===== config.mk =====
export PLATFORM = sky130hd
export DESIGN_NAME = wb_pri_arbiter_flat
export DESIGN_NICKNAME = d
export VERILOG_FILES = /design/src/hw/soc_bus_pkg.sv /design/src/hw/wb_if.sv /design/src/hw/wb_pri_arbiter.sv /design/src/flat_wrapper.sv
export SDC_FILE = /design/constraint.sdc
export NUM_CORES = 1
export LEC_CHECK = 0
export CAP_MARGIN = 10
export CORE_AREA = 2 2 122 124
export CTS_CLUSTER_DIAMETER = 100
export CTS_CLUSTER_SIZE = 20
export DETAILED_ROUTE_END_ITERATION = 7
export DIE_AREA = 0 0 124 126
export DONT_BUFFER_PORTS = 1
export SLEW_MARGIN = 5
export SYNTH_ARGS = -nofsm -noshare
export SYNTH_HDL_FRONTEND = slang
export SYNTH_SLANG_ARGS = --single-unit

===== constraint.sdc =====
create_clock -name i_clk -period 1.3 [get_ports i_clk]
set_clock_uncertainty 0.2 [all_clocks]
set_input_delay 0.13 -clock i_clk [delete_from_list [all_inputs] [get_ports i_clk]]
set_output_delay 0.13 -clock i_clk [all_outputs]
set_load 0.01 [all_outputs]

===== src/hw/soc_bus_pkg.sv =====
package soc_bus_pkg;

    // bus geometry
    localparam int ADDR_W = 30;
    localparam int DATA_W = 32;
    localparam int SEL_W  = 4;

    // top word-address bits pick an 8 MB region
    localparam int REGION_W = 9;

    localparam logic [REGION_W-1:0] REGION_RAM = 9'd0;
    localparam logic [REGION_W-1:0] REGION_SYS = 9'd1;

    // value returned by the id register
    localparam logic [DATA_W-1:0] SYS_ID = 32'h20191028;

    // system register offsets, low four word-address bits
    localparam logic [3:0] REG_ID      = 4'h0;
    localparam logic [3:0] REG_SCRATCH = 4'h1;
    localparam logic [3:0] REG_BUSERR  = 4'h2;
    localparam logic [3:0] REG_UPTIME  = 4'h3;
    localparam logic [3:0] REG_IRQ     = 4'h4;

endpackage : soc_bus_pkg


===== src/hw/wb_if.sv =====
`timescale 1ns/1ps

interface wb_if;

    // request side
    logic                             cyc;
    logic                             stb;
    logic                             we;
    logic [soc_bus_pkg::ADDR_W-1:0]   addr;
    logic [soc_bus_pkg::DATA_W-1:0]   wdata;
    logic [soc_bus_pkg::SEL_W-1:0]    sel;

    // response side
    logic                             ack;
    logic                             stall;
    logic                             err;
    logic [soc_bus_pkg::DATA_W-1:0]   rdata;

    modport master (
        output cyc, stb, we, addr, wdata, sel,
        input  ack, stall, err, rdata
    );

    modport slave (
        input  cyc, stb, we, addr, wdata, sel,
        output ack, stall, err, rdata
    );

endinterface : wb_if


===== src/hw/wb_pri_arbiter.sv =====
`timescale 1ns/1ps

module wb_pri_arbiter (
    input  logic i_clk,
    input  logic i_rst_n,
    wb_if.slave  i_a,
    wb_if.slave  i_b,
    wb_if.master o_m
);

    // 0 = master a owns the bus, 1 = master b
    logic owner_b;
    logic owner_cyc;

    assign owner_cyc = owner_b ? i_b.cyc : i_a.cyc;

    // grant only moves once the current owner has dropped cyc
    always_ff @(posedge i_clk or negedge i_rst_n) begin
        if (!i_rst_n) begin
            owner_b <= 1'b0;
        end else if (!owner_cyc) begin
            // a wins ties, rest on a when idle
            owner_b <= !i_a.cyc && i_b.cyc;
        end
    end

    // owner's request onto the shared bus
    assign o_m.cyc   = owner_cyc;
    assign o_m.stb   = owner_b ? i_b.stb   : i_a.stb;
    assign o_m.we    = owner_b ? i_b.we    : i_a.we;
    assign o_m.addr  = owner_b ? i_b.addr  : i_a.addr;
    assign o_m.wdata = owner_b ? i_b.wdata : i_a.wdata;
    assign o_m.sel   = owner_b ? i_b.sel   : i_a.sel;

    // responses reach the owner only, the other side waits on stall
    assign i_a.ack   = !owner_b && o_m.ack;
    assign i_a.err   = !owner_b && o_m.err;
    assign i_a.stall = owner_b || o_m.stall;

    assign i_b.ack   = owner_b && o_m.ack;
    assign i_b.err   = owner_b && o_m.err;
    assign i_b.stall = !owner_b || o_m.stall;

    // read data is broadcast, only the acked master looks at it
    assign i_a.rdata = o_m.rdata;
    assign i_b.rdata = o_m.rdata;

endmodule : wb_pri_arbiter


===== src/flat_wrapper.sv =====
// flat-port wrapper written by rule: the top's interface ports become plain ports
module wb_pri_arbiter_flat 
  (i_clk, i_rst_n, i_a_cyc, i_a_stb, i_a_we, i_a_addr, i_a_wdata, i_a_sel, i_a_ack, i_a_stall, i_a_err, i_a_rdata, i_b_cyc, i_b_stb, i_b_we, i_b_addr, i_b_wdata, i_b_sel, i_b_ack, i_b_stall, i_b_err, i_b_rdata, o_m_cyc, o_m_stb, o_m_we, o_m_addr, o_m_wdata, o_m_sel, o_m_ack, o_m_stall, o_m_err, o_m_rdata);
  wb_if i_a_i ();
  wb_if i_b_i ();
  wb_if o_m_i ();
  input  logic i_clk;
  input  logic i_rst_n;
  input wire logic [$bits(i_a_i.cyc)-1:0] i_a_cyc;
  input wire logic [$bits(i_a_i.stb)-1:0] i_a_stb;
  input wire logic [$bits(i_a_i.we)-1:0] i_a_we;
  input wire logic [$bits(i_a_i.addr)-1:0] i_a_addr;
  input wire logic [$bits(i_a_i.wdata)-1:0] i_a_wdata;
  input wire logic [$bits(i_a_i.sel)-1:0] i_a_sel;
  output wire logic [$bits(i_a_i.ack)-1:0] i_a_ack;
  output wire logic [$bits(i_a_i.stall)-1:0] i_a_stall;
  output wire logic [$bits(i_a_i.err)-1:0] i_a_err;
  output wire logic [$bits(i_a_i.rdata)-1:0] i_a_rdata;
  input wire logic [$bits(i_b_i.cyc)-1:0] i_b_cyc;
  input wire logic [$bits(i_b_i.stb)-1:0] i_b_stb;
  input wire logic [$bits(i_b_i.we)-1:0] i_b_we;
  input wire logic [$bits(i_b_i.addr)-1:0] i_b_addr;
  input wire logic [$bits(i_b_i.wdata)-1:0] i_b_wdata;
  input wire logic [$bits(i_b_i.sel)-1:0] i_b_sel;
  output wire logic [$bits(i_b_i.ack)-1:0] i_b_ack;
  output wire logic [$bits(i_b_i.stall)-1:0] i_b_stall;
  output wire logic [$bits(i_b_i.err)-1:0] i_b_err;
  output wire logic [$bits(i_b_i.rdata)-1:0] i_b_rdata;
  output wire logic [$bits(o_m_i.cyc)-1:0] o_m_cyc;
  output wire logic [$bits(o_m_i.stb)-1:0] o_m_stb;
  output wire logic [$bits(o_m_i.we)-1:0] o_m_we;
  output wire logic [$bits(o_m_i.addr)-1:0] o_m_addr;
  output wire logic [$bits(o_m_i.wdata)-1:0] o_m_wdata;
  output wire logic [$bits(o_m_i.sel)-1:0] o_m_sel;
  input wire logic [$bits(o_m_i.ack)-1:0] o_m_ack;
  input wire logic [$bits(o_m_i.stall)-1:0] o_m_stall;
  input wire logic [$bits(o_m_i.err)-1:0] o_m_err;
  input wire logic [$bits(o_m_i.rdata)-1:0] o_m_rdata;
  assign i_a_i.cyc = i_a_cyc;
  assign i_a_i.stb = i_a_stb;
  assign i_a_i.we = i_a_we;
  assign i_a_i.addr = i_a_addr;
  assign i_a_i.wdata = i_a_wdata;
  assign i_a_i.sel = i_a_sel;
  assign i_a_ack = i_a_i.ack;
  assign i_a_stall = i_a_i.stall;
  assign i_a_err = i_a_i.err;
  assign i_a_rdata = i_a_i.rdata;
  assign i_b_i.cyc = i_b_cyc;
  assign i_b_i.stb = i_b_stb;
  assign i_b_i.we = i_b_we;
  assign i_b_i.addr = i_b_addr;
  assign i_b_i.wdata = i_b_wdata;
  assign i_b_i.sel = i_b_sel;
  assign i_b_ack = i_b_i.ack;
  assign i_b_stall = i_b_i.stall;
  assign i_b_err = i_b_i.err;
  assign i_b_rdata = i_b_i.rdata;
  assign o_m_cyc = o_m_i.cyc;
  assign o_m_stb = o_m_i.stb;
  assign o_m_we = o_m_i.we;
  assign o_m_addr = o_m_i.addr;
  assign o_m_wdata = o_m_i.wdata;
  assign o_m_sel = o_m_i.sel;
  assign o_m_i.ack = o_m_ack;
  assign o_m_i.stall = o_m_stall;
  assign o_m_i.err = o_m_err;
  assign o_m_i.rdata = o_m_rdata;
  wb_pri_arbiter u_core (.i_clk(i_clk), .i_rst_n(i_rst_n), .i_a(i_a_i), .i_b(i_b_i), .o_m(o_m_i));
endmodule

Yosys cells after proc, flatten, opt, wreduce, memory -nomap -nowiden
Index checks and enable logic that the tools add are counted.
W data, S select, Z words.
- word-level logic and storage cells: 16
- bits in registers: 1
- reductions and logical operators: 9
- muxes and demuxes: 6
- operator list (operator ; count):
    $mux W32 ; 1
    $mux W30 ; 1
    $logic_and A1 B1 Y1 ; 5
    $mux W4 ; 1
    $mux W1 ; 3
    $logic_not A1 Y1 ; 2
    $logic_or A1 B1 Y1 ; 2

Logic depth before layout (Yosys ltp)
Gate-level depths: netlist of run 1.
- depth in word-level cells: 2
- mapped depth: 4
- depth with buffers taken out: 2

Worst setup path after synthesis of run 1
No wires, ideal clock.
- kind: register -> output
- from: register u_core.owner_b
- to: output o_m_addr[0]
- path buffers: 2
- setup slack: -0.061 ns
- stages on the path, launching flop included: 4
- arrival: 1.031 ns
- data required time: 0.970 ns
- path through: dfrtp_1 -> buf_4 -> buf_6 -> mux2_1
- word-level cells in the longest chain between the ends: 1
- ends and longest elaborated chain (element ; line ; text):
    from (decl) ; wb_pri_arbiter.sv:12 ; logic owner_b;
    from (signal assigned) ; wb_pri_arbiter.sv:23 ; owner_b <= !i_a.cyc && i_b.cyc;
    $mux W30 ; wb_pri_arbiter.sv:31 ; assign o_m.addr = owner_b ? i_b.addr : i_a.addr;
    to (decl) ; flat_wrapper.sv:32 ; output wire logic [$bits(o_m_i.addr)-1:0] o_m_addr;
No other way between the ends.

Worst setup path in the final report of run 1
- from: register u_core.owner_b
- to: output o_m_sel[0]
- word-level cells in the longest chain between the ends: 1
- ends and longest elaborated chain (element ; line ; text):
    $mux W4 ; wb_pri_arbiter.sv:33 ; assign o_m.sel = owner_b ? i_b.sel : i_a.sel;
    to (decl) ; flat_wrapper.sv:34 ; output wire logic [$bits(o_m_i.sel)-1:0] o_m_sel;
No other way between the ends.

==> parameters.txt, run 1 <==
Parameter                              Value

Status
  Status    finished with violations
  Violated checks    setup timing

Critical path
  Reg2Reg Depth    3
  Cell chain of the critical path    buf_12 > mux2_2
  Worst setup path endpoint    o_m_sel[0]
  WS Path Type    register to output pin
  Launching instance or port of the critical path    u_core.owner_b
  Critical path data arrival time    1.06 ns
  Standard cell with the maximum stage delay on the critical path    dfrtp_4
  Worst r2r dst    u_core.owner_b
  Required time reported for the critical path endpoint    0.97 ns
  Worst reg2reg setup slack    -0.06 ns
  Critical path peak fanout    29
  Kind of end point of the critical path    output pin
  Worst setup SP type    register
  Slowest cell delay on critical path    0.45 ns
  Worst flop-to-flop path startpoint    u_core.owner_b

STA
  Worst hold slack    0.06001 ns
  RSZ-0062 raised after global routing    yes
  Pins Over Slew Limit    0
  Post-route clock period utilization    107.1%
  Worst slew margin relative to its limit    84.95%
  Final min period    approximately 1.4 ns
  Fmax    slightly above 700 MHz
  Total of endpoints with negative setup slack in the final report    between 60 and 70
  Number of hold violations in the final report    0
  Post-route worst setup slack    -0.09294 ns
  Actual slew at the worst max-slew pin    0.2252 ns

Place
  Global placement routability congestion    0.8651
  Total of buffers placed on input and output ports    0
  Post-detailed-placement cell area    1141 um^2
  Half-perimeter wire length of the detailed placement result    4067 um
  Number of placed instances, taps included    267

Min path
  Worst min-delay path category    input pin to output pin

Layout
  Fin cells    between 200 and 300
  Synth-to-layout area growth    -16.13%
  Most used cells in the layout excluding fill and tap cells    mux2_2 (64), mux2_4 (4), and2_1 (3)
  Max reg flops    1
  Layout Cell Area excl Fill    1171 um^2
  Number of fill cells    1651
  Largest registers in the final layout    u_core.owner_b (1)
  Largest Register    u_core.owner_b
  Antenna diodes    0
  Net count, final    ~260
  Proportion of layout cells with a drive suffix above 1    approximately 89%
  Area of combinational cells with multiple inputs    843.3 um^2
  FF/Latch Area    28.78 um^2
  Leading cell type in the layout, fill and taps excluded    mux2_2
  Post-layout util    8.182%

Die
  Initial cell density of the core    about a tenth
  Area enclosed by the die boundary    15620 um^2
  Die extent in x    124 um
  Core area    14310 um^2
  Ports    roughly 310
  Cell row count    44
  Chip height    126 um

Pwr
  P per Cell Area    443.5 nW/um^2
  Leakage dissipation    0.3449 nW
  Final Power    0.0005194 W
  Worst IR drop on VDD    88.84 uV

Detailed routing
  Detailed Routing Iterations Pass 1    3
  Via density per instance    3.108
  Antenna Violating Nets Remaining    0
  Wire length reported by the detailed router    4410 um
  Via count    833
  Post-route DRC violation count    0
  Avg WL per Cell    16.46 um
  Number of DRC markers after the initial detailed-route iteration    13

Yosys
  Post-Syn Instances    151
  Sequential element share of the synthesized area    1.792%
  Library cells used by synthesis    11
  Syn_nets    between 300 and 400
  Synthesized area divided by synthesized cell count    just over 9 um^2
  Count of yosys warnings during synthesis    0
  #FFs+latches synth    1
  Mapped Area    1396 um^2

Global routing
  Highest-utilization routing layer at the global route stage    met2
  Pin count of the biggest net entering global routing    30
  Wire length of the first global-routing pass    5099 um
  Via count of the first global-routing pass    857
  Met3 Usage GRT    2.129%
  Total track usage    4.481%
  Number of antenna violations at the first check in global routing    1
  Met1 global-route usage    4.563%
  Met2 demand-to-capacity share in global routing    roughly 8.4%
  Leftover overflow at the end of global routing    0

Job
  Reported max-cap violation count    0

Clock tree
  Number of buffers inserted to repair setup after CTS    0
  Clock slew at the register clock pins of the worst setup and hold paths    0 ns
  Clock latency of the later-clocked register in the worst-skew pair    0 ns
## per-layer routing
metal | vias to the layer above | routed length, um
met4 | 2 | 42
met1 | 342 | 1391
met3 | 8 | 721
met2 | 165 | 2234
met5 | - | 20
li1 | 316 | -
## where the power goes
part | internal (W) | switching (W)
sequential | 0.0000353 | 0.00000578
clock | 0 | 0
combinational | 0.000225 | 0.000254
total | 0.000260 | 0.000260
## worst max-delay path: cells and delay by family, from the launching register on
| kind | cells | cell delay (ns) |
|---|---|---|
| flops | 1 | 0.45 |
| mux | 1 | 0.40 |
| buf+inv | 1 | 0.20 |
## synthesized netlist by cell type
master	number	share of area [%]
buf_4	65	35
mux2_2	35	28
mux2_1	33	27
buf_6	4	3.2
and2_1	3	1.3
buf_2	3	1.1
nand2_1	2	0.54
nand2b_1	2	0.90
nor2b_1	2	0.90
dfrtp_1	1	1.8
or2_2	1	0.45
## layout make-up
class | count | area share (%)
sequential | 1 | 2.457
tap | 184 | 19.66
multi-input combinational | 78 | 72.01
timing repair buffer | 5 | 5.876
## worst min path at each step
| stage | start | end | slack [ns] | cells after the start |
|---|---|---|---|---|
| after floorplan | i_rst_n | u_core.owner_b | -0.37 | 0 |
| after global placement | i_rst_n | u_core.owner_b | -0.37 | 0 |
| after detailed placement | i_rst_n | u_core.owner_b | -0.37 | 0 |
| after CTS | o_m_rdata[28] | i_a_rdata[28] | 0.06 | 0 |
| after global routing | o_m_rdata[30] | i_b_rdata[30] | 0.06 | 0 |
| final | o_m_rdata[20] | i_a_rdata[20] | 0.06 | 0 |
## stage by stage
| step | setup TNS [ns] | worst slack (ns) |
|---|---|---|
| after CTS | -5.883 | -0.1055 |
| final | -4.682 | -0.09294 |
| after global placement | -4.812 | -0.09555 |
| after global routing | -7.827 | -0.1463 |
| after floorplan | -0.9170 | -0.02950 |
| after detailed placement | -5.544 | -0.1045 |
## cell families (layout without fill, tap and decap cells)
family	Yosys count	in the layout	share of synthesized area (%)
mux	68	68	54.84
buf+inv	72	5	39.25
flops	1	1	1.792
simple gates	10	10	4.122
## repair_timing
action,4_1_cts,5_1_grt
setup endpoints to repair,71,72
gates resized for setup,3,3
cloned,0,0
hold endpoints to repair,1,0
hold buffers,1,0
Note: power is estimated with default switching activity, not from simulation.
==> run 2: changes to the inputs <==
--- a/config.mk
+++ b/config.mk
@@ -8,3 +8,3 @@
 export CAP_MARGIN = 10
-export CORE_AREA = 2 2 122 124
+export CORE_AREA = 2 2 121 123
 export CTS_CLUSTER_DIAMETER = 100
@@ -12,3 +12,3 @@
 export DETAILED_ROUTE_END_ITERATION = 7
-export DIE_AREA = 0 0 124 126
+export DIE_AREA = 0 0 123 125
 export DONT_BUFFER_PORTS = 1
==> constraint.sdc (replaced) <==
create_clock -name i_clk -period 1.4 [get_ports i_clk]
set_clock_uncertainty 0.2 [all_clocks]
set_input_delay 0 -clock i_clk [delete_from_list [all_inputs] [get_ports i_clk]]
set_output_delay 0 -clock i_clk [all_outputs]
set_load 0.01 [all_outputs]
==> parameters.txt, run 2 <==
Parameter                              Value

Die
  Ports    314
  Cell row count    44
  Chip height    125 um
  Die extent in x    123 um
  Initial cell density of the core    roughly a tenth

Place
  Number of placed instances, taps included    between 200 and 300
  Total of buffers placed on input and output ports    0
  Global placement routability congestion    0.8725

Yosys
  Async set or reset register ratio after synthesis    100.0%
  Sequential element share of the synthesized area    1.792%
  Most used flip-flop cell after synthesis    dfrtp_1
  Number of synthesized flops with an enable pin    0
  Count of yosys warnings during synthesis    0
  Commonest cells post-synth    buf_4 (65), mux2_2 (35), mux2_1 (33), buf_6 (4)
  Cell types occupying the most area after synthesis    buf_4 (35%), mux2_2 (28%), mux2_1 (27%), buf_6 (3.2%), dfrtp_1 (1.8%)
  Library cells used by synthesis    11
  Post-Syn Instances    ~150
  Mapped Area    between 1000 and 1500 um^2
  #FFs+latches synth    1
  Yosys top cell by area    buf_4
  Most frequent cell after synthesis    buf_4
  Synthesized area divided by synthesized cell count    9.247 um^2
  Syn_nets    326
  Area share of the largest cell type after synthesis    a little over a third

Clock tree
  Number of gates resized after CTS    0
  Number of buffers inserted to repair setup after CTS    0
  Hold Buf Count CTS    101

Status
  Status    did not finish
  Stopped at    clock tree synthesis
  Stop err    [ERROR RSZ-0060] Max buffer count reached.
[run 2: per-stage QoR]
step / utilization [%] / cell area [um^2] / setup WS (ns) / hold slack [ns]
global placement: 7.884 / 1120 / 0.1479 / -0.4951
floorplan: - / 1396 / 0.1693 / -0.4956
detailed placement: 7.884 / 1120 / 0.1390 / -0.4952
[run 2: kinds of logic after synthesis]
logic type | count (synthesis) | share of synthesized area, %
DFF | 1 | 1.792
muxes | 68 | 54.84
buffers and inverters | 72 | 39.25
and+or+nand+nor | 10 | 4.122
==> run 3: changes to the inputs <==
- CORE_AREA: 2 2 121 123 -> 2 2 122 124
- CTS_CLUSTER_DIAMETER: 100 -> default
- CTS_CLUSTER_SIZE: 20 -> default
- DIE_AREA: 0 0 123 125 -> 0 0 124 126
- PLACE_DENSITY_LB_ADDON: default -> 0.15
==> parameters.txt, run 3 <==
Parameter                              Value

Die
  Initial cell density of the core    9.755%
  Ports    314
  Chip height    126 um
  Die extent in x    roughly 120 um
  Cell row count    between 40 and 50

Yosys
  Sequential element share of the synthesized area    1.792%
  Syn_nets    between 300 and 400
  Cell types occupying the most area after synthesis    buf_4 (35%), mux2_2 (28%), mux2_1 (27%), buf_6 (3.2%), dfrtp_1 (1.8%)
  Most frequent cell after synthesis    buf_4
  Async set or reset register ratio after synthesis    between 90% and 100%
  Most used flip-flop cell after synthesis    dfrtp_1
  Synthesized area divided by synthesized cell count    9.247 um^2
  Yosys top cell by area    buf_4
  Mapped Area    1396 um^2
  Number of synthesized flops with an enable pin    0
  Count of yosys warnings during synthesis    0
  Commonest cells post-synth    buf_4 (65), mux2_2 (35), mux2_1 (33), buf_6 (4)
  Area share of the largest cell type after synthesis    34.95%
  Post-Syn Instances    151
  Library cells used by synthesis    11
  #FFs+latches synth    1

Status
  Stopped at    clock tree synthesis
  Stop err    [ERROR RSZ-0060] Max buffer count reached.
  Status    did not finish

Clock tree
  Number of gates resized after CTS    0
  Hold Buf Count CTS    101
  Number of buffers inserted to repair setup after CTS    0

Place
  Total of buffers placed on input and output ports    0
  Global placement routability congestion    0.7157
  Half-perimeter wire length of the detailed placement result    3213 um
-- run 3: cell counts after synthesis --
No cell type changed its count.
-- run 3: cells by family after synthesis --
group,after synthesis,share of synthesized area [%]
mux,68,54.84
buf+inv,72,39.25
flops,1,1.792
simple gates,10,4.122
-- run 3: through the flow --
stage | cell area (um^2) | hold slack (ns) | setup slack [ns] | cells
2_1_floorplan | 1396 | -0.4956 | 0.1693 | 151
3_3_place_gp | 1120 | -0.4955 | 0.1302 | 265
3_5_place_dp | 1120 | -0.4955 | 0.1184 | 265
