$ cat config.mk
export PLATFORM = sky130hd
export DESIGN_NAME = sys_info_regs_flat
export DESIGN_NICKNAME = d
export VERILOG_FILES = /design/src/hw/soc_bus_pkg.sv /design/src/hw/wb_if.sv /design/src/hw/sys_info_regs.sv /design/src/flat_wrapper.sv
export SDC_FILE = /design/constraint.sdc
export NUM_CORES = 1
export LEC_CHECK = 0
export ABC_AREA = 1
export BUFFER_PORTS_ARGS = -buffer_cell sky130_fd_sc_hd__buf_4
export CAP_MARGIN = 20
export CORE_UTILIZATION = 53
export DETAILED_ROUTE_END_ITERATION = 7
export PLACE_DENSITY_LB_ADDON = 0.05
export SYNTH_ARGS = -nofsm -noshare
export SYNTH_HDL_FRONTEND = slang
export SYNTH_SLANG_ARGS = --single-unit
export TNS_END_PERCENT = 50
$ cat constraint.sdc
create_clock -name i_clk -period 1.7 [get_ports i_clk]
set_input_delay 0.085 -clock i_clk [delete_from_list [all_inputs] [get_ports i_clk]]
set_output_delay 0.085 -clock i_clk [all_outputs]
set_load 0.01 [all_outputs]
$ cat src/hw/soc_bus_pkg.sv
package soc_bus_pkg;

    // bus geometry
    localparam int ADDR_W = 30;
    localparam int DATA_W = 32;
    localparam int SEL_W  = 4;

    // top word-address bits pick an 8 MB region
    localparam int REGION_W = 9;

    localparam logic [REGION_W-1:0] REGION_RAM = 9'd0;
    localparam logic [REGION_W-1:0] REGION_SYS = 9'd1;

    // value returned by the id register
    localparam logic [DATA_W-1:0] SYS_ID = 32'h20191028;

    // system register offsets, low four word-address bits
    localparam logic [3:0] REG_ID      = 4'h0;
    localparam logic [3:0] REG_SCRATCH = 4'h1;
    localparam logic [3:0] REG_BUSERR  = 4'h2;
    localparam logic [3:0] REG_UPTIME  = 4'h3;
    localparam logic [3:0] REG_IRQ     = 4'h4;

endpackage : soc_bus_pkg

$ cat src/hw/wb_if.sv
`timescale 1ns/1ps

interface wb_if;

    // request side
    logic                             cyc;
    logic                             stb;
    logic                             we;
    logic [soc_bus_pkg::ADDR_W-1:0]   addr;
    logic [soc_bus_pkg::DATA_W-1:0]   wdata;
    logic [soc_bus_pkg::SEL_W-1:0]    sel;

    // response side
    logic                             ack;
    logic                             stall;
    logic                             err;
    logic [soc_bus_pkg::DATA_W-1:0]   rdata;

    modport master (
        output cyc, stb, we, addr, wdata, sel,
        input  ack, stall, err, rdata
    );

    modport slave (
        input  cyc, stb, we, addr, wdata, sel,
        output ack, stall, err, rdata
    );

endinterface : wb_if

$ cat src/hw/sys_info_regs.sv
`timescale 1ns/1ps

module sys_info_regs (
    input  logic                           i_clk,
    input  logic                           i_rst_n,
    wb_if.slave                            i_bus,
    input  logic                           i_err_pulse,
    input  logic [soc_bus_pkg::ADDR_W-1:0] i_err_addr,
    output logic                           o_irq
);

    logic                           req;
    logic [soc_bus_pkg::DATA_W-1:0] scratch;
    logic [soc_bus_pkg::DATA_W-1:0] uptime;
    logic [soc_bus_pkg::ADDR_W-1:0] err_addr;
    logic                           irq_flag;
    logic                           ack_q;
    logic [soc_bus_pkg::DATA_W-1:0] rdata_q;

    assign req = i_bus.cyc && i_bus.stb;

    always_ff @(posedge i_clk or negedge i_rst_n) begin
        if (!i_rst_n) begin
            ack_q    <= 1'b0;
            scratch  <= '0;
            irq_flag <= 1'b0;
            uptime   <= '0;
            err_addr <= '0;
        end else begin
            ack_q <= req;
            // byte selects are ignored for register writes
            if (req && i_bus.we) begin
                case (i_bus.addr[3:0])
                    soc_bus_pkg::REG_SCRATCH: scratch  <= i_bus.wdata;
                    soc_bus_pkg::REG_IRQ:     irq_flag <= i_bus.wdata[0];
                    default: ;
                endcase
            end
            // top bit is sticky once the low bits roll over into it
            uptime <= {uptime[soc_bus_pkg::DATA_W-1] | (&uptime[soc_bus_pkg::DATA_W-2:0]),
                       uptime[soc_bus_pkg::DATA_W-2:0] + 1'b1};
            if (i_err_pulse) begin
                err_addr <= i_err_addr;
            end
        end
    end

    always_ff @(posedge i_clk) begin
        if (req) begin
            case (i_bus.addr[3:0])
                soc_bus_pkg::REG_ID:      rdata_q <= soc_bus_pkg::SYS_ID;
                soc_bus_pkg::REG_SCRATCH: rdata_q <= scratch;
                // reported as a byte address
                soc_bus_pkg::REG_BUSERR:  rdata_q <= {err_addr, 2'b00};
                soc_bus_pkg::REG_UPTIME:  rdata_q <= uptime;
                soc_bus_pkg::REG_IRQ:     rdata_q <= {{(soc_bus_pkg::DATA_W-1){1'b0}}, irq_flag};
                default:                  rdata_q <= '0;
            endcase
        end
    end

    assign i_bus.ack   = ack_q;
    assign i_bus.stall = 1'b0;
    assign i_bus.err   = 1'b0;
    assign i_bus.rdata = rdata_q;
    assign o_irq       = irq_flag;

endmodule : sys_info_regs

$ cat src/flat_wrapper.sv
// flat-port wrapper written by rule: the top's interface ports become plain ports
module sys_info_regs_flat 
  (i_clk, i_rst_n, i_err_pulse, i_err_addr, o_irq, i_bus_cyc, i_bus_stb, i_bus_we, i_bus_addr, i_bus_wdata, i_bus_sel, i_bus_ack, i_bus_stall, i_bus_err, i_bus_rdata);
  wb_if i_bus_i ();
  input  logic i_clk;
  input  logic i_rst_n;
  input  logic i_err_pulse;
  input  logic [soc_bus_pkg::ADDR_W-1:0] i_err_addr;
  output logic o_irq;
  input wire logic [$bits(i_bus_i.cyc)-1:0] i_bus_cyc;
  input wire logic [$bits(i_bus_i.stb)-1:0] i_bus_stb;
  input wire logic [$bits(i_bus_i.we)-1:0] i_bus_we;
  input wire logic [$bits(i_bus_i.addr)-1:0] i_bus_addr;
  input wire logic [$bits(i_bus_i.wdata)-1:0] i_bus_wdata;
  input wire logic [$bits(i_bus_i.sel)-1:0] i_bus_sel;
  output wire logic [$bits(i_bus_i.ack)-1:0] i_bus_ack;
  output wire logic [$bits(i_bus_i.stall)-1:0] i_bus_stall;
  output wire logic [$bits(i_bus_i.err)-1:0] i_bus_err;
  output wire logic [$bits(i_bus_i.rdata)-1:0] i_bus_rdata;
  assign i_bus_i.cyc = i_bus_cyc;
  assign i_bus_i.stb = i_bus_stb;
  assign i_bus_i.we = i_bus_we;
  assign i_bus_i.addr = i_bus_addr;
  assign i_bus_i.wdata = i_bus_wdata;
  assign i_bus_i.sel = i_bus_sel;
  assign i_bus_ack = i_bus_i.ack;
  assign i_bus_stall = i_bus_i.stall;
  assign i_bus_err = i_bus_i.err;
  assign i_bus_rdata = i_bus_i.rdata;
  sys_info_regs u_core (.i_clk(i_clk), .i_rst_n(i_rst_n), .i_bus(i_bus_i), .i_err_pulse(i_err_pulse), .i_err_addr(i_err_addr), .o_irq(o_irq));
endmodule
# [After elaboration in Yosys (flattened, before gate mapping)]
# Index checks and enable logic that the tools add are counted.
[totals] reg_bits=128 inputBits=102 out_inout_bits=36 elab_cells=19
[op_classes] n_addsub=1 eq_ne=4 muxes=1 bitwise=1 n_reduce_logical=6
[ops] cell="$pmux W32 S5" n=1
[ops] cell="$add A31 B1 Y31 const B" n=1
[ops] cell="$reduce_and A31 Y1" n=1
[ops] cell="$eq A4 B2 Y1 const B" n=2
[ops] cell="$eq A4 B1 Y1 const B" n=1
[ops] cell="$eq A4 B3 Y1 const B" n=1
[ops] cell="$logic_not A4 Y1" n=1
[ops] cell="$reduce_and A2 Y1" n=2
[ops] cell="$logic_and A1 B1 Y1" n=2
[ops] cell="$or A1 B1 Y1" n=1

# [Logic depth before layout (Yosys ltp)]
# Gate-level depths: netlist (run 1).
[depth] depth_word=3 depth_mapped=8 mapped_depth_nobuf=8

# [Worst setup path before layout (run 1)]
# OpenSTA, ideal clock, no wires.
[synth_path] path_kind="register -> register" start="register u_core.uptime[1] (netlist bit)" end="register u_core.uptime[28] (netlist bit)" setup_ns=0.117 t_arrival_ns=1.262 t_required_ns=1.583 setup_slack_ns=0.322 path_stages_with_launch=9 path_buffers=0 period_less_slack_ns=1.378 path_cell_list="dfrtp_1 -> ha_1 -> nand2_1 -> nor2_1 -> nand2_1 -> nor2_1 -> nand2_1 -> nand2_1 -> nand2_1"
[synth_via] elab_chain_cells=1
[synth_lines] item="start, declared" line="sys_info_regs.sv:14" text="logic [soc_bus_pkg::DATA_W-1:0] uptime;"
[synth_lines] item="start signal, assigned" line="sys_info_regs.sv:40" text="uptime <= {uptime[soc_bus_pkg::DATA_W-1] | (&uptime[soc_bus_pkg::DATA_W-2:0]),"
[synth_lines] item="$add A31 B1 Y31" line="sys_info_regs.sv:41" text="uptime[soc_bus_pkg::DATA_W-2:0] + 1'b1};"
# No other way between the ends.
# A chain may end at the register's enable or synchronous reset.

# [Final worst setup path (run 1)]
[layout_path] start="input i_bus_addr[3]" end="register u_core.rdata_q (netlist bit u_core.i_bus.rdata[31]), data pin"
[layout_via] elab_chain_cells=2 elab_cells_between_ends=6 classes_between="eq/ne (4); mux (1); reduce/logical (1)"
[layout_lines] item="start, declared" line="flat_wrapper.sv:13" text="input wire logic [$bits(i_bus_i.addr)-1:0] i_bus_addr;"
[layout_lines] item="$eq A4 B3 Y1 (tied with other cells)" line="sys_info_regs.sv:50" text="case (i_bus.addr[3:0])"
[layout_lines] item="$pmux W32 S5 *" line="sys_info_regs.sv:50"
[layout_lines] item="end signal, assigned" line="sys_info_regs.sv:51" text="soc_bus_pkg::REG_ID: rdata_q <= soc_bus_pkg::SYS_ID;"
[layout_lines] item="end signal, assigned" line="sys_info_regs.sv:52" text="soc_bus_pkg::REG_SCRATCH: rdata_q <= scratch;"
[layout_lines] item="end signal, assigned" line="sys_info_regs.sv:54" text="soc_bus_pkg::REG_BUSERR: rdata_q <= {err_addr, 2'b00};"
[layout_lines] item="end, declared" line="sys_info_regs.sv:18" text="logic [soc_bus_pkg::DATA_W-1:0] rdata_q;"
# Mark *: on every way between the ends. The rest lies on a longest branch, timed or not.

==> results of run 1 <==
[cell families (layout without fill, tap and decap cells)]
family / Yosys count / after routing / share of synthesized area (%)
other cells: 1 / 2 / 0.0663
simple gates: 360 / 360 / 26.3
mux: 30 / 30 / 5.98
flops: 128 / 128 / 59.5
fa+ha+maj: 1 / 1 / 0.221
buf+inv: 54 / 243 / 3.96
compound gates: 13 / 13 / 1.64
xor+xnor: 15 / 15 / 2.32
[synth_stat cells (all sizes together)]
cell type / number / area, sq um
buf: 13 / 70.1
clkbuf: 10 / 37.5
conb: 1 / 3.75
dfrtp: 96 / 2400
edfxtp: 32 / 961
ha: 1 / 12.5
inv: 31 / 116
mux2: 30 / 338
nand2: 245 / 920
nand3: 57 / 285
nand3b: 4 / 30.0
nand4: 8 / 50.1
nor2: 43 / 176
nor3: 3 / 26.3
o211ai: 11 / 82.6
o21ai: 2 / 10.0
xnor2: 4 / 35.0
xor2: 11 / 96.3
[power breakdown]
group          internal [mW]  switching, mW  leakage (nW)  total (mW)
Sequential              3.36          0.111          1.55        3.47
Clock                   2.64           1.32         0.309        3.97
Combinational          0.368          0.298          1.82       0.666
[sequential cells by signal, summed over array words and instances (netlist names)]
signal	count
u_core.err_addr	30
u_core.o_irq	1
u_core.i_bus.rdata	32
u_core.i_bus.ack	1
u_core.uptime	32
u_core.scratch	32
[layout make-up]
| type | instances | area (sq um) | area share, % |
|---|---|---|---|
| timing repair buffer | 180 | 1520 | 19.3 |
| clock buffer | 22 | 463 | 5.85 |
| inverter | 31 | 116 | 1.47 |
| multi-input combinational | 421 | 2090 | 26.4 |
| tap | 136 | 170 | 2.15 |
| sequential | 128 | 3360 | 42.5 |
| clock inverter | 10 | 183 | 2.31 |
[layer usage]
metal	vias up	global-route usage (%)
met5	-	0
met4	0	12.5
met3	27	7.11
met2	203	48.4
met1	2341	37.6
li1	2302	-
[worst reg2reg max path, cell delays in order (launching register included)]
cell                      delay (ps)
sky130_fd_sc_hd__dfrtp_1         400
sky130_fd_sc_hd__nand2_1          80
sky130_fd_sc_hd__nor2_2          140
sky130_fd_sc_hd__nand2_1         150
sky130_fd_sc_hd__nor2_1          380
sky130_fd_sc_hd__nand2_1         110
sky130_fd_sc_hd__nand2_1          70
sky130_fd_sc_hd__nand2_1          40
[placed cells by master (no fill, tap or decap), types with 6 or more instances in the layout]
| cell | instances |
|---|---|
| sky130_fd_sc_hd__nand4_1 | 8 |
| sky130_fd_sc_hd__dfrtp_1 | 96 |
| sky130_fd_sc_hd__inv_1 | 30 |
| sky130_fd_sc_hd__mux2_2 | 30 |
| sky130_fd_sc_hd__nand2_1 | 244 |
| sky130_fd_sc_hd__buf_4 | 115 |
| sky130_fd_sc_hd__nand3_1 | 57 |
| sky130_fd_sc_hd__edfxtp_1 | 32 |
| sky130_fd_sc_hd__nor2_1 | 35 |
| sky130_fd_sc_hd__o211ai_1 | 11 |
| sky130_fd_sc_hd__clkbuf_16 | 16 |
| sky130_fd_sc_hd__dlygate4sd3_1 | 64 |
| sky130_fd_sc_hd__nor2_2 | 6 |
| sky130_fd_sc_hd__xor2_1 | 11 |
[timing repair]
item                                    4_1_cts  5_1_grt
endpoints found under the hold margin       159        0
setup buffers                                 0        0
endpoints found under the setup margin        0       10
resized for setup                             0        5
hold buffers                                 64        0
[per-stage QoR]
step | utilization, % | std cells
2_1_floorplan | - | 603
3_3_place_gp | 64.0 | 832
3_5_place_dp | 64.0 | 832
4_1_cts | 76.5 | 928
5_1_grt | 76.6 | 928
6_report | 76.6 | 928
[final timing paths]
kind | cells past startpoint | startpoint | slack (ps) | to
worst max-delay path | 8 | i_bus_addr[3] | 200 | u_core.i_bus.rdata[31]$_DFFE_PN_
worst min-delay path | 5 | i_bus_addr[2] | 50 | u_core.o_irq$_DFFE_PN0P_
worst max register to register | 7 | u_core.uptime[2]$_DFF_PN0_ | 210 | u_core.uptime[25]$_DFF_PN0_
worst min register to register | 2 | u_core.uptime[31]$_DFF_PN0_ | 460 | u_core.uptime[31]$_DFF_PN0_
max in group asynchronous | 3 | i_rst_n | 1150 | u_core.err_addr[13]$_DFFE_PN0P_
min in group asynchronous | 3 | i_rst_n | 160 | u_core.err_addr[0]$_DFFE_PN0P_
==> results.toml, run 1 <==
[run_status]
status = "finished, final reports clean"

[pwr]
cellPowerDensity_nw_per_um2 = 1020
design_power_total_mw = 8.11
leakagePower_nw = 3.67
worst_ir_drop_vdd_mv = 0.795

[worst_hold_path]
timing.hold.worst.class = "in -> reg"

[route]
drt_drc_violations_left = 0
post_detailed_routing_wire_length_mm = 15.1
highest_layer = "met4"
wl_per_cell_um = 16.3
wl_met3_mm = 1.07
detail_route.wirelength.met1_mm = 6.01
starting_drt_drc_count = 308
met2WireLength_mm = 7.71
avgViaCountPerCell = 5.25
final_antenna_net_count = 0
firstDrtPassIters = 5
route.vias.total = 4873

[worst_setup_path]
critical_path.n_buffers_inverters = 4
timing.critical_path.to_type = "flip-flop"
worst_path_largest_cell_delay_ps = 540
critical_path.startpoint_type = "input pin"
critical-path-slowest-cell = "sky130_fd_sc_hd__dlygate4sd3_1"
cp_data_required_time_ps = 2020
cp_cell_sequence = "dlygate4sd3_1, buf_4, inv_1, nand2_1, nor3_4, buf_4, nand2_1, o211ai_1"
criticalPathCategory = "in -> reg"
critical-path-top-delay-family = "buffers and inverters"
worst-endpoint-arrival_ps = 1820
crit_fanout = 36

[timing]
setup_viol = 0
finalWorstSetupSlack_ps = 201
max_freq_ghz = 0.667
finalHoldViolCount = 0
grt_setup_unrepaired = "false"
worst_slew_pin_slew_ps = 522
totalNegativeSetupSlack_ps = 0
timing.final.crit_period_ps = 1500
skew_ps = 7.77
final.hold.worst_slack_ps = 47.2
slew_headroom_pct = 65.2
final_max_slew_violation_count = 0
layout_worst_path_cycle_share_pct = 88.2

[placement]
pre_cts_ws_ps = 113
dpl.hpwl_mm = 9.56
gpl.final_weighted_congestion = 0.900
placement.cell_area_sq_um = 6610
buffer_ports.inserted = 105

[synthesis]
syn-mean-instance-area_sq_um = 9.39
syn-instance-count = 602
proportion_of_synthesized_chip_area_in_sequential_cells_pct = 59.5
synth.ff_latch_count = 128
synth-warning-count = 0
syn-cell-area_sq_um = 5650
yosys.cell_types.count = 23

[cts]
worst_skew_pair.late_latency_ps = 520
numCtsBuffers = 17
cts_htree_levels = 4
cts.reportedPaths.clkPinSlew_ps = 60
tritoncts_num_sinks = 128
bufs_on_longest_clock_path = 2
clk_root_buffer_cell = "sky130_fd_sc_hd__clkbuf_8"
clock_tree_from_tritoncts = "yes"

[final_layout]
drive_above_1_share_pct = 23.6
fin_nets = 882
antennaDiodeCount = 0
num-fill-cells = 716
flow.area_growth_from_synthesis_pct = 40.0
post-route-cell-area_sq_um = 7910

[global_routing]
antenna_violations_before_repair = 0
grt_overflow_total = 0
maximum_number_of_pins_on_one_net_before_global_route_repair = 97
grt_pass1_wl_mm = 24.4
grt_pass1_vias = 4863
groute.usage.overall_pct = 29.5

[die]
floorplan.die_area_sq_um = 11100
placeableCoreArea_sq_um = 10300
die_w_um = 105
core.rowCount = 37
floorplan.die.height_um = 105
io_pins = 138
initial_cell_density_of_the_core_pct = 54.8

[run]
max-cap-violations = 0
Note: power is estimated with default switching activity, not from simulation.
==> run 2, diff against run 1 <==
--- a/config.mk
+++ b/config.mk
@@ -10,7 +10,7 @@
 export CAP_MARGIN = 20
 export CORE_UTILIZATION = 53
 export DETAILED_ROUTE_END_ITERATION = 7
-export PLACE_DENSITY_LB_ADDON = 0.05
+export PLACE_DENSITY = 0.79
 export SYNTH_ARGS = -nofsm -noshare
 export SYNTH_HDL_FRONTEND = slang
 export SYNTH_SLANG_ARGS = --single-unit
==> results.toml, run 2 (same netlist as run 1, synthesis figures left out) <==
[final_layout]
fin_nets = 881
multi_input_area_sq_um = 2090
flow.area_growth_from_synthesis_pct = 38.9
num-fill-cells = 617
final_std_cells_w_o_fill = 925
regArea_sq_um = 3360
drive_above_1_share_pct = 23.2
most_frequent_cells_in_the_layout = "sky130_fd_sc_hd__nand2_1, sky130_fd_sc_hd__buf_4, sky130_fd_sc_hd__dfrtp_1"
antennaDiodeCount = 0
most_frequent_standard_cell_in_the_layout_excluding_fill_and_tap_cells = "sky130_fd_sc_hd__nand2_1"

[timing]
skew_ps = 7.82
worst_slew_pin_slew_ps = 542
slew_headroom_pct = 63.8
final_max_slew_violation_count = 0
finalHoldViolCount = 0
timing.final.crit_period_ps = 1590
max_freq_ghz = 0.627
grt_setup_unrepaired = "false"
layout_worst_path_cycle_share_pct = 93.8
setup_viol = 0
totalNegativeSetupSlack_ps = 0

[cts]
cts_htree_levels = 4
clock_tree_from_tritoncts = "yes"
post_cts.repair.setup_buffers = 0
bufs_on_longest_clock_path = 2
worst_skew_pair.late_latency_ps = 530
clk_root_buffer_cell = "sky130_fd_sc_hd__clkbuf_8"
numCtsBuffers = 17
tritoncts_num_sinks = 128
cts.reportedPaths.clkPinSlew_ps = 60

[global_routing]
antenna_violations_before_repair = 0
maximum_number_of_pins_on_one_net_before_global_route_repair = 64
grt_pass1_vias = 5104
groute.usage.overall_pct = 30.0
grt_overflow_total = 0
grt_pass1_wl_mm = 25.3

[die]
floorplan.die.height_um = 105
initial_cell_density_of_the_core_pct = 54.8
die_w_um = 105
io_pins = 138
placeableCoreArea_sq_um = 10300
core.rowCount = 37
floorplan.die_area_sq_um = 11100

[route]
starting_drt_drc_count = 358
post_detailed_routing_wire_length_mm = 15.8
route.vias.total = 5041
firstDrtPassIters = 6
avgViaCountPerCell = 5.45
wl_per_cell_um = 17.1
final_antenna_net_count = 0
drt_drc_violations_left = 0

[worst_setup_path]
regToRegEndpoint = "u_core.uptime[22]$_DFF_PN0_"
critical_path.startpoint_type = "input pin"
timing.critical_path.to_type = "flip-flop"
cp_data_required_time_ps = 2110
reg2reg_setup_slack_ps = 130
setup.worst_path.end = "u_core.scratch[16]$_DFFE_PN0P_"
criticalPathCategory = "in -> reg"
ff2ff_path_depth = 8
worst-endpoint-arrival_ps = 2010
r2r-start = "u_core.uptime[1]$_DFF_PN0_"
crit_fanout = 29
startpoint = "i_bus_addr[3]"

[placement]
gpl.final_weighted_congestion = 0.918
dpl.hpwl_mm = 9.11
placed_cells = 830
buffer_ports.inserted = 105

[run]
max-cap-violations = 0

[pwr]
worst_ir_drop_vdd_mv = 0.571
cellPowerDensity_nw_per_um2 = 973
leakagePower_nw = 3.64

[run_status]
status = "finished, final reports clean"

[worst_hold_path]
timing.hold.worst.class = "in -> reg"
[run 2: area by class of cell]
cell class | instances | share of cell area, %
inverters | 31 | 1.48
repair buffers | 179 | 19.7
multi-input cells | 421 | 26.7
flip-flops and latches | 128 | 42.8
well taps | 136 | 2.17
clock inverters | 6 | 1.04
clock buffers | 24 | 6.12
[run 2: worst max-delay path, cell delays in order]
cell	delay, ps
sky130_fd_sc_hd__dlygate4sd3_1	570
sky130_fd_sc_hd__buf_4	160
sky130_fd_sc_hd__inv_1	90
sky130_fd_sc_hd__nand2_1	170
sky130_fd_sc_hd__nor3_4	230
sky130_fd_sc_hd__nand2_1	190
sky130_fd_sc_hd__buf_4	300
sky130_fd_sc_hd__nand2_1	130
sky130_fd_sc_hd__nand2_1	70
[run 2: worst min path at each step]
stage | startpoint | end | slack [ps] | cells past startpoint
2_1_floorplan | i_rst_n | u_core.err_addr[0]$_DFFE_PN0P_ | -210 | 0
3_3_place_gp | i_rst_n | u_core.err_addr[5]$_DFFE_PN0P_ | 50 | 1
3_5_place_dp | i_rst_n | u_core.scratch[7]$_DFFE_PN0P_ | 50 | 1
4_1_cts | i_bus_addr[1] | u_core.scratch[0]$_DFFE_PN0P_ | 10 | 4
5_1_grt | i_bus_addr[1] | u_core.scratch[0]$_DFFE_PN0P_ | 40 | 4
6_report | i_bus_addr[1] | u_core.scratch[0]$_DFFE_PN0P_ | 20 | 4
[run 2: metal layers]
metal	GRT usage [%]	vias up	share of wire [%]
li1	-	2305	-
met1	36.9	2395	39
met2	49.6	274	49
met3	6.37	67	7.3
met4	16.8	0	4.4
met5	0	-	0
[run 2: power by group]
part           internal, mW  switching, mW
registers              3.36          0.116
logic                 0.374          0.317
clock network          2.21           1.25
total                  5.95           1.68
[run 2: metrics by stage]
stage | util [%] | total power [mW] | cell area (sq um) | setup WS (ps) | hold slack (ps)
6_report | 76.0 | 7.64 | 7850 | 106 | 24.4
5_1_grt | 76.0 | 7.87 | 7850 | 30.4 | 41.4
4_1_cts | 75.9 | 7.60 | 7830 | 15.6 | 12.3
3_5_place_dp | 64.1 | 4.07 | 6620 | 26.8 | 51.6
3_3_place_gp | 64.1 | 4.04 | 6620 | 127 | 48.0
2_1_floorplan | - | 3.75 | 5660 | 322 | -211
[run 2: repair_timing]
action | in CTS | in global routing
setup endpoints to repair | 0 | 13
hold endpoints to repair | 160 | 0
hold buffers | 65 | 0
gates resized for setup | 0 | 6
==> run 3, diff against run 2 <==
--- a/config.mk
+++ b/config.mk
@@ -10,7 +10,7 @@
 export CAP_MARGIN = 20
 export CORE_UTILIZATION = 53
 export DETAILED_ROUTE_END_ITERATION = 7
-export PLACE_DENSITY = 0.79
+export PLACE_DENSITY = 0.82
 export SYNTH_ARGS = -nofsm -noshare
 export SYNTH_HDL_FRONTEND = slang
 export SYNTH_SLANG_ARGS = --single-unit
==> results.toml, run 3 (same netlist as run 1, synthesis figures left out) <==
[worst_setup_path]
reg2reg_setup_slack_ps = 100
cp_num_cells = 8
worst_path_largest_cell_delay_ps = 370
setup.worst_path.end = "u_core.uptime[20]$_DFF_PN0_"
timing.critical_path.to_type = "flip-flop"
cp_cell_sequence = "ha_1, nand2_1, nor2_2, nand2_2, nor2_4, nand2_1, nand2_1, nand2_1"
worst-endpoint-arrival_ps = 2000
startpoint = "u_core.uptime[1]$_DFF_PN0_"
ff2ff_path_depth = 8
criticalPathCategory = "reg -> reg"
critical_path.n_buffers_inverters = 0
critical-path-slowest-cell = "sky130_fd_sc_hd__dfrtp_1"
critical_path.startpoint_type = "flip-flop"
critical-path-top-delay-family = "simple AND/OR/NAND/NOR gates"
critPathMostFrequentCell = "sky130_fd_sc_hd__nand2_1"
crit_fanout = 6
cp_data_required_time_ps = 2100
r2r-start = "u_core.uptime[1]$_DFF_PN0_"
regToRegEndpoint = "u_core.uptime[20]$_DFF_PN0_"

[cts]
bufs_on_longest_clock_path = 2
cts.reportedPaths.clkPinSlew_ps = 60
post_cts.repair.setup_buffers = 0
tritoncts_num_sinks = 128
numCtsBuffers = 17
clock_tree_from_tritoncts = "yes"
clk_root_buffer_cell = "sky130_fd_sc_hd__clkbuf_8"
cts_htree_levels = 4
worst_skew_pair.late_latency_ps = 530

[die]
floorplan.die.height_um = 105
io_pins = 138
placeableCoreArea_sq_um = 10300
floorplan.die_area_sq_um = 11100
die_w_um = 105
initial_cell_density_of_the_core_pct = 54.8
core.rowCount = 37

[pwr]
leakagePower_nw = 3.65
cellPowerDensity_nw_per_um2 = 982
worst_ir_drop_vdd_mv = 0.719

[final_layout]
post-route-cell-area_sq_um = 7840
num-fill-cells = 585
most_frequent_standard_cell_in_the_layout_excluding_fill_and_tap_cells = "sky130_fd_sc_hd__nand2_1"
final_std_cells_w_o_fill = 927
antennaDiodeCount = 0
flow.area_growth_from_synthesis_pct = 38.7
most_frequent_cells_in_the_layout = "sky130_fd_sc_hd__nand2_1, sky130_fd_sc_hd__buf_4, sky130_fd_sc_hd__dfrtp_1"
fin_nets = 881
drive_above_1_share_pct = 23.3
regArea_sq_um = 3360
multi_input_area_sq_um = 2090
finalCoreUtilization_pct = 76.0

[route]
starting_drt_drc_count = 671
wl_per_cell_um = 18.6
avgViaCountPerCell = 5.74
drt_drc_violations_left = 0
route.vias.total = 5321
firstDrtPassIters = 6
final_antenna_net_count = 0
post_detailed_routing_wire_length_mm = 17.2

[global_routing]
antenna_violations_before_repair = 0
grt_pass1_wl_mm = 27.4
grt_pass1_vias = 5226
maximum_number_of_pins_on_one_net_before_global_route_repair = 63
grt_overflow_total = 0
groute.usage.overall_pct = 32.7

[run_status]
status = "finished, final reports clean"

[worst_hold_path]
hold-path-cell-count = 4
timing.hold.worst.class = "in -> reg"

[timing]
setup_viol = 0
layout_worst_path_cycle_share_pct = 94.1
finalHoldViolCount = 0
final_max_slew_violation_count = 0
timing.final.crit_period_ps = 1600
skew_ps = 9.60
max_freq_ghz = 0.625
grt_setup_unrepaired = "true"

[placement]
buffer_ports.inserted = 105
placed_cells = 831
dpl.hpwl_mm = 9.16
placement.cell_area_sq_um = 6620
gpl.final_weighted_congestion = 0.932

[run]
max-cap-violations = 0
## run 3: stage by stage
step	total power, mW	setup slack (ps)	hold slack, ps	TNS (ps)
global route	7.91	-26.4	44.0	-51.4
global placement	4.04	149	73.0	0
finish	7.70	100	34.0	0
detailed placement	4.07	103	74.0	0
floorplan	3.75	322	-211	0
CTS	7.63	29.8	8.36	0
## run 3: worst min-delay path by stage
stage                  startpoint                         endpoint
global route        i_bus_addr[3]  u_core.i_bus.rdata[0]$_DFFE_PN_
floorplan                 i_rst_n   u_core.err_addr[0]$_DFFE_PN0P_
global placement          i_rst_n       u_core.i_bus.ack$_DFF_PN0_
finish              i_bus_addr[3]  u_core.i_bus.rdata[0]$_DFFE_PN_
CTS                 i_bus_addr[3]  u_core.i_bus.rdata[0]$_DFFE_PN_
detailed placement        i_rst_n   u_core.scratch[17]$_DFFE_PN0P_
## run 3: cell type report
class	instances	area share, %
inverter	31	1.48
timing repair buffer	179	19.5
sequential	128	42.9
tap	136	2.17
multi-input combinational	421	26.7
clock buffer	26	6.24
clock inverter	6	1.02
## run 3: worst min-delay path, delay by kind of cell
family | cells | cell delay, ps
AND/OR/NAND/NOR | 2 | 110
buffers and inverters | 1 | 90
AO/OA/AOI/OAI | 1 | 90
## run 3: metal layers
metal,GRT usage (%),wire (um),vias to the layer above
met2,54.7,8530,383
met5,0,0,-
met4,16.6,794,0
met1,40.7,6400,2541
li1,-,-,2311
met3,6.18,1470,86
## run 3: where the power goes
group          internal, mW  leakage (nW)  switching, mW
clock                  2.24         0.282           1.27
combinational         0.376          1.82          0.328
sequential             3.36          1.55          0.119
total                  5.98          3.65           1.71
## run 3: repair_timing
| action | in CTS | in global routing |
|---|---|---|
| hold buffers | 64 | 0 |
| resized for setup | 0 | 6 |
| hold endpoints to repair | 159 | 0 |
| setup endpoints to repair | 0 | 18 |
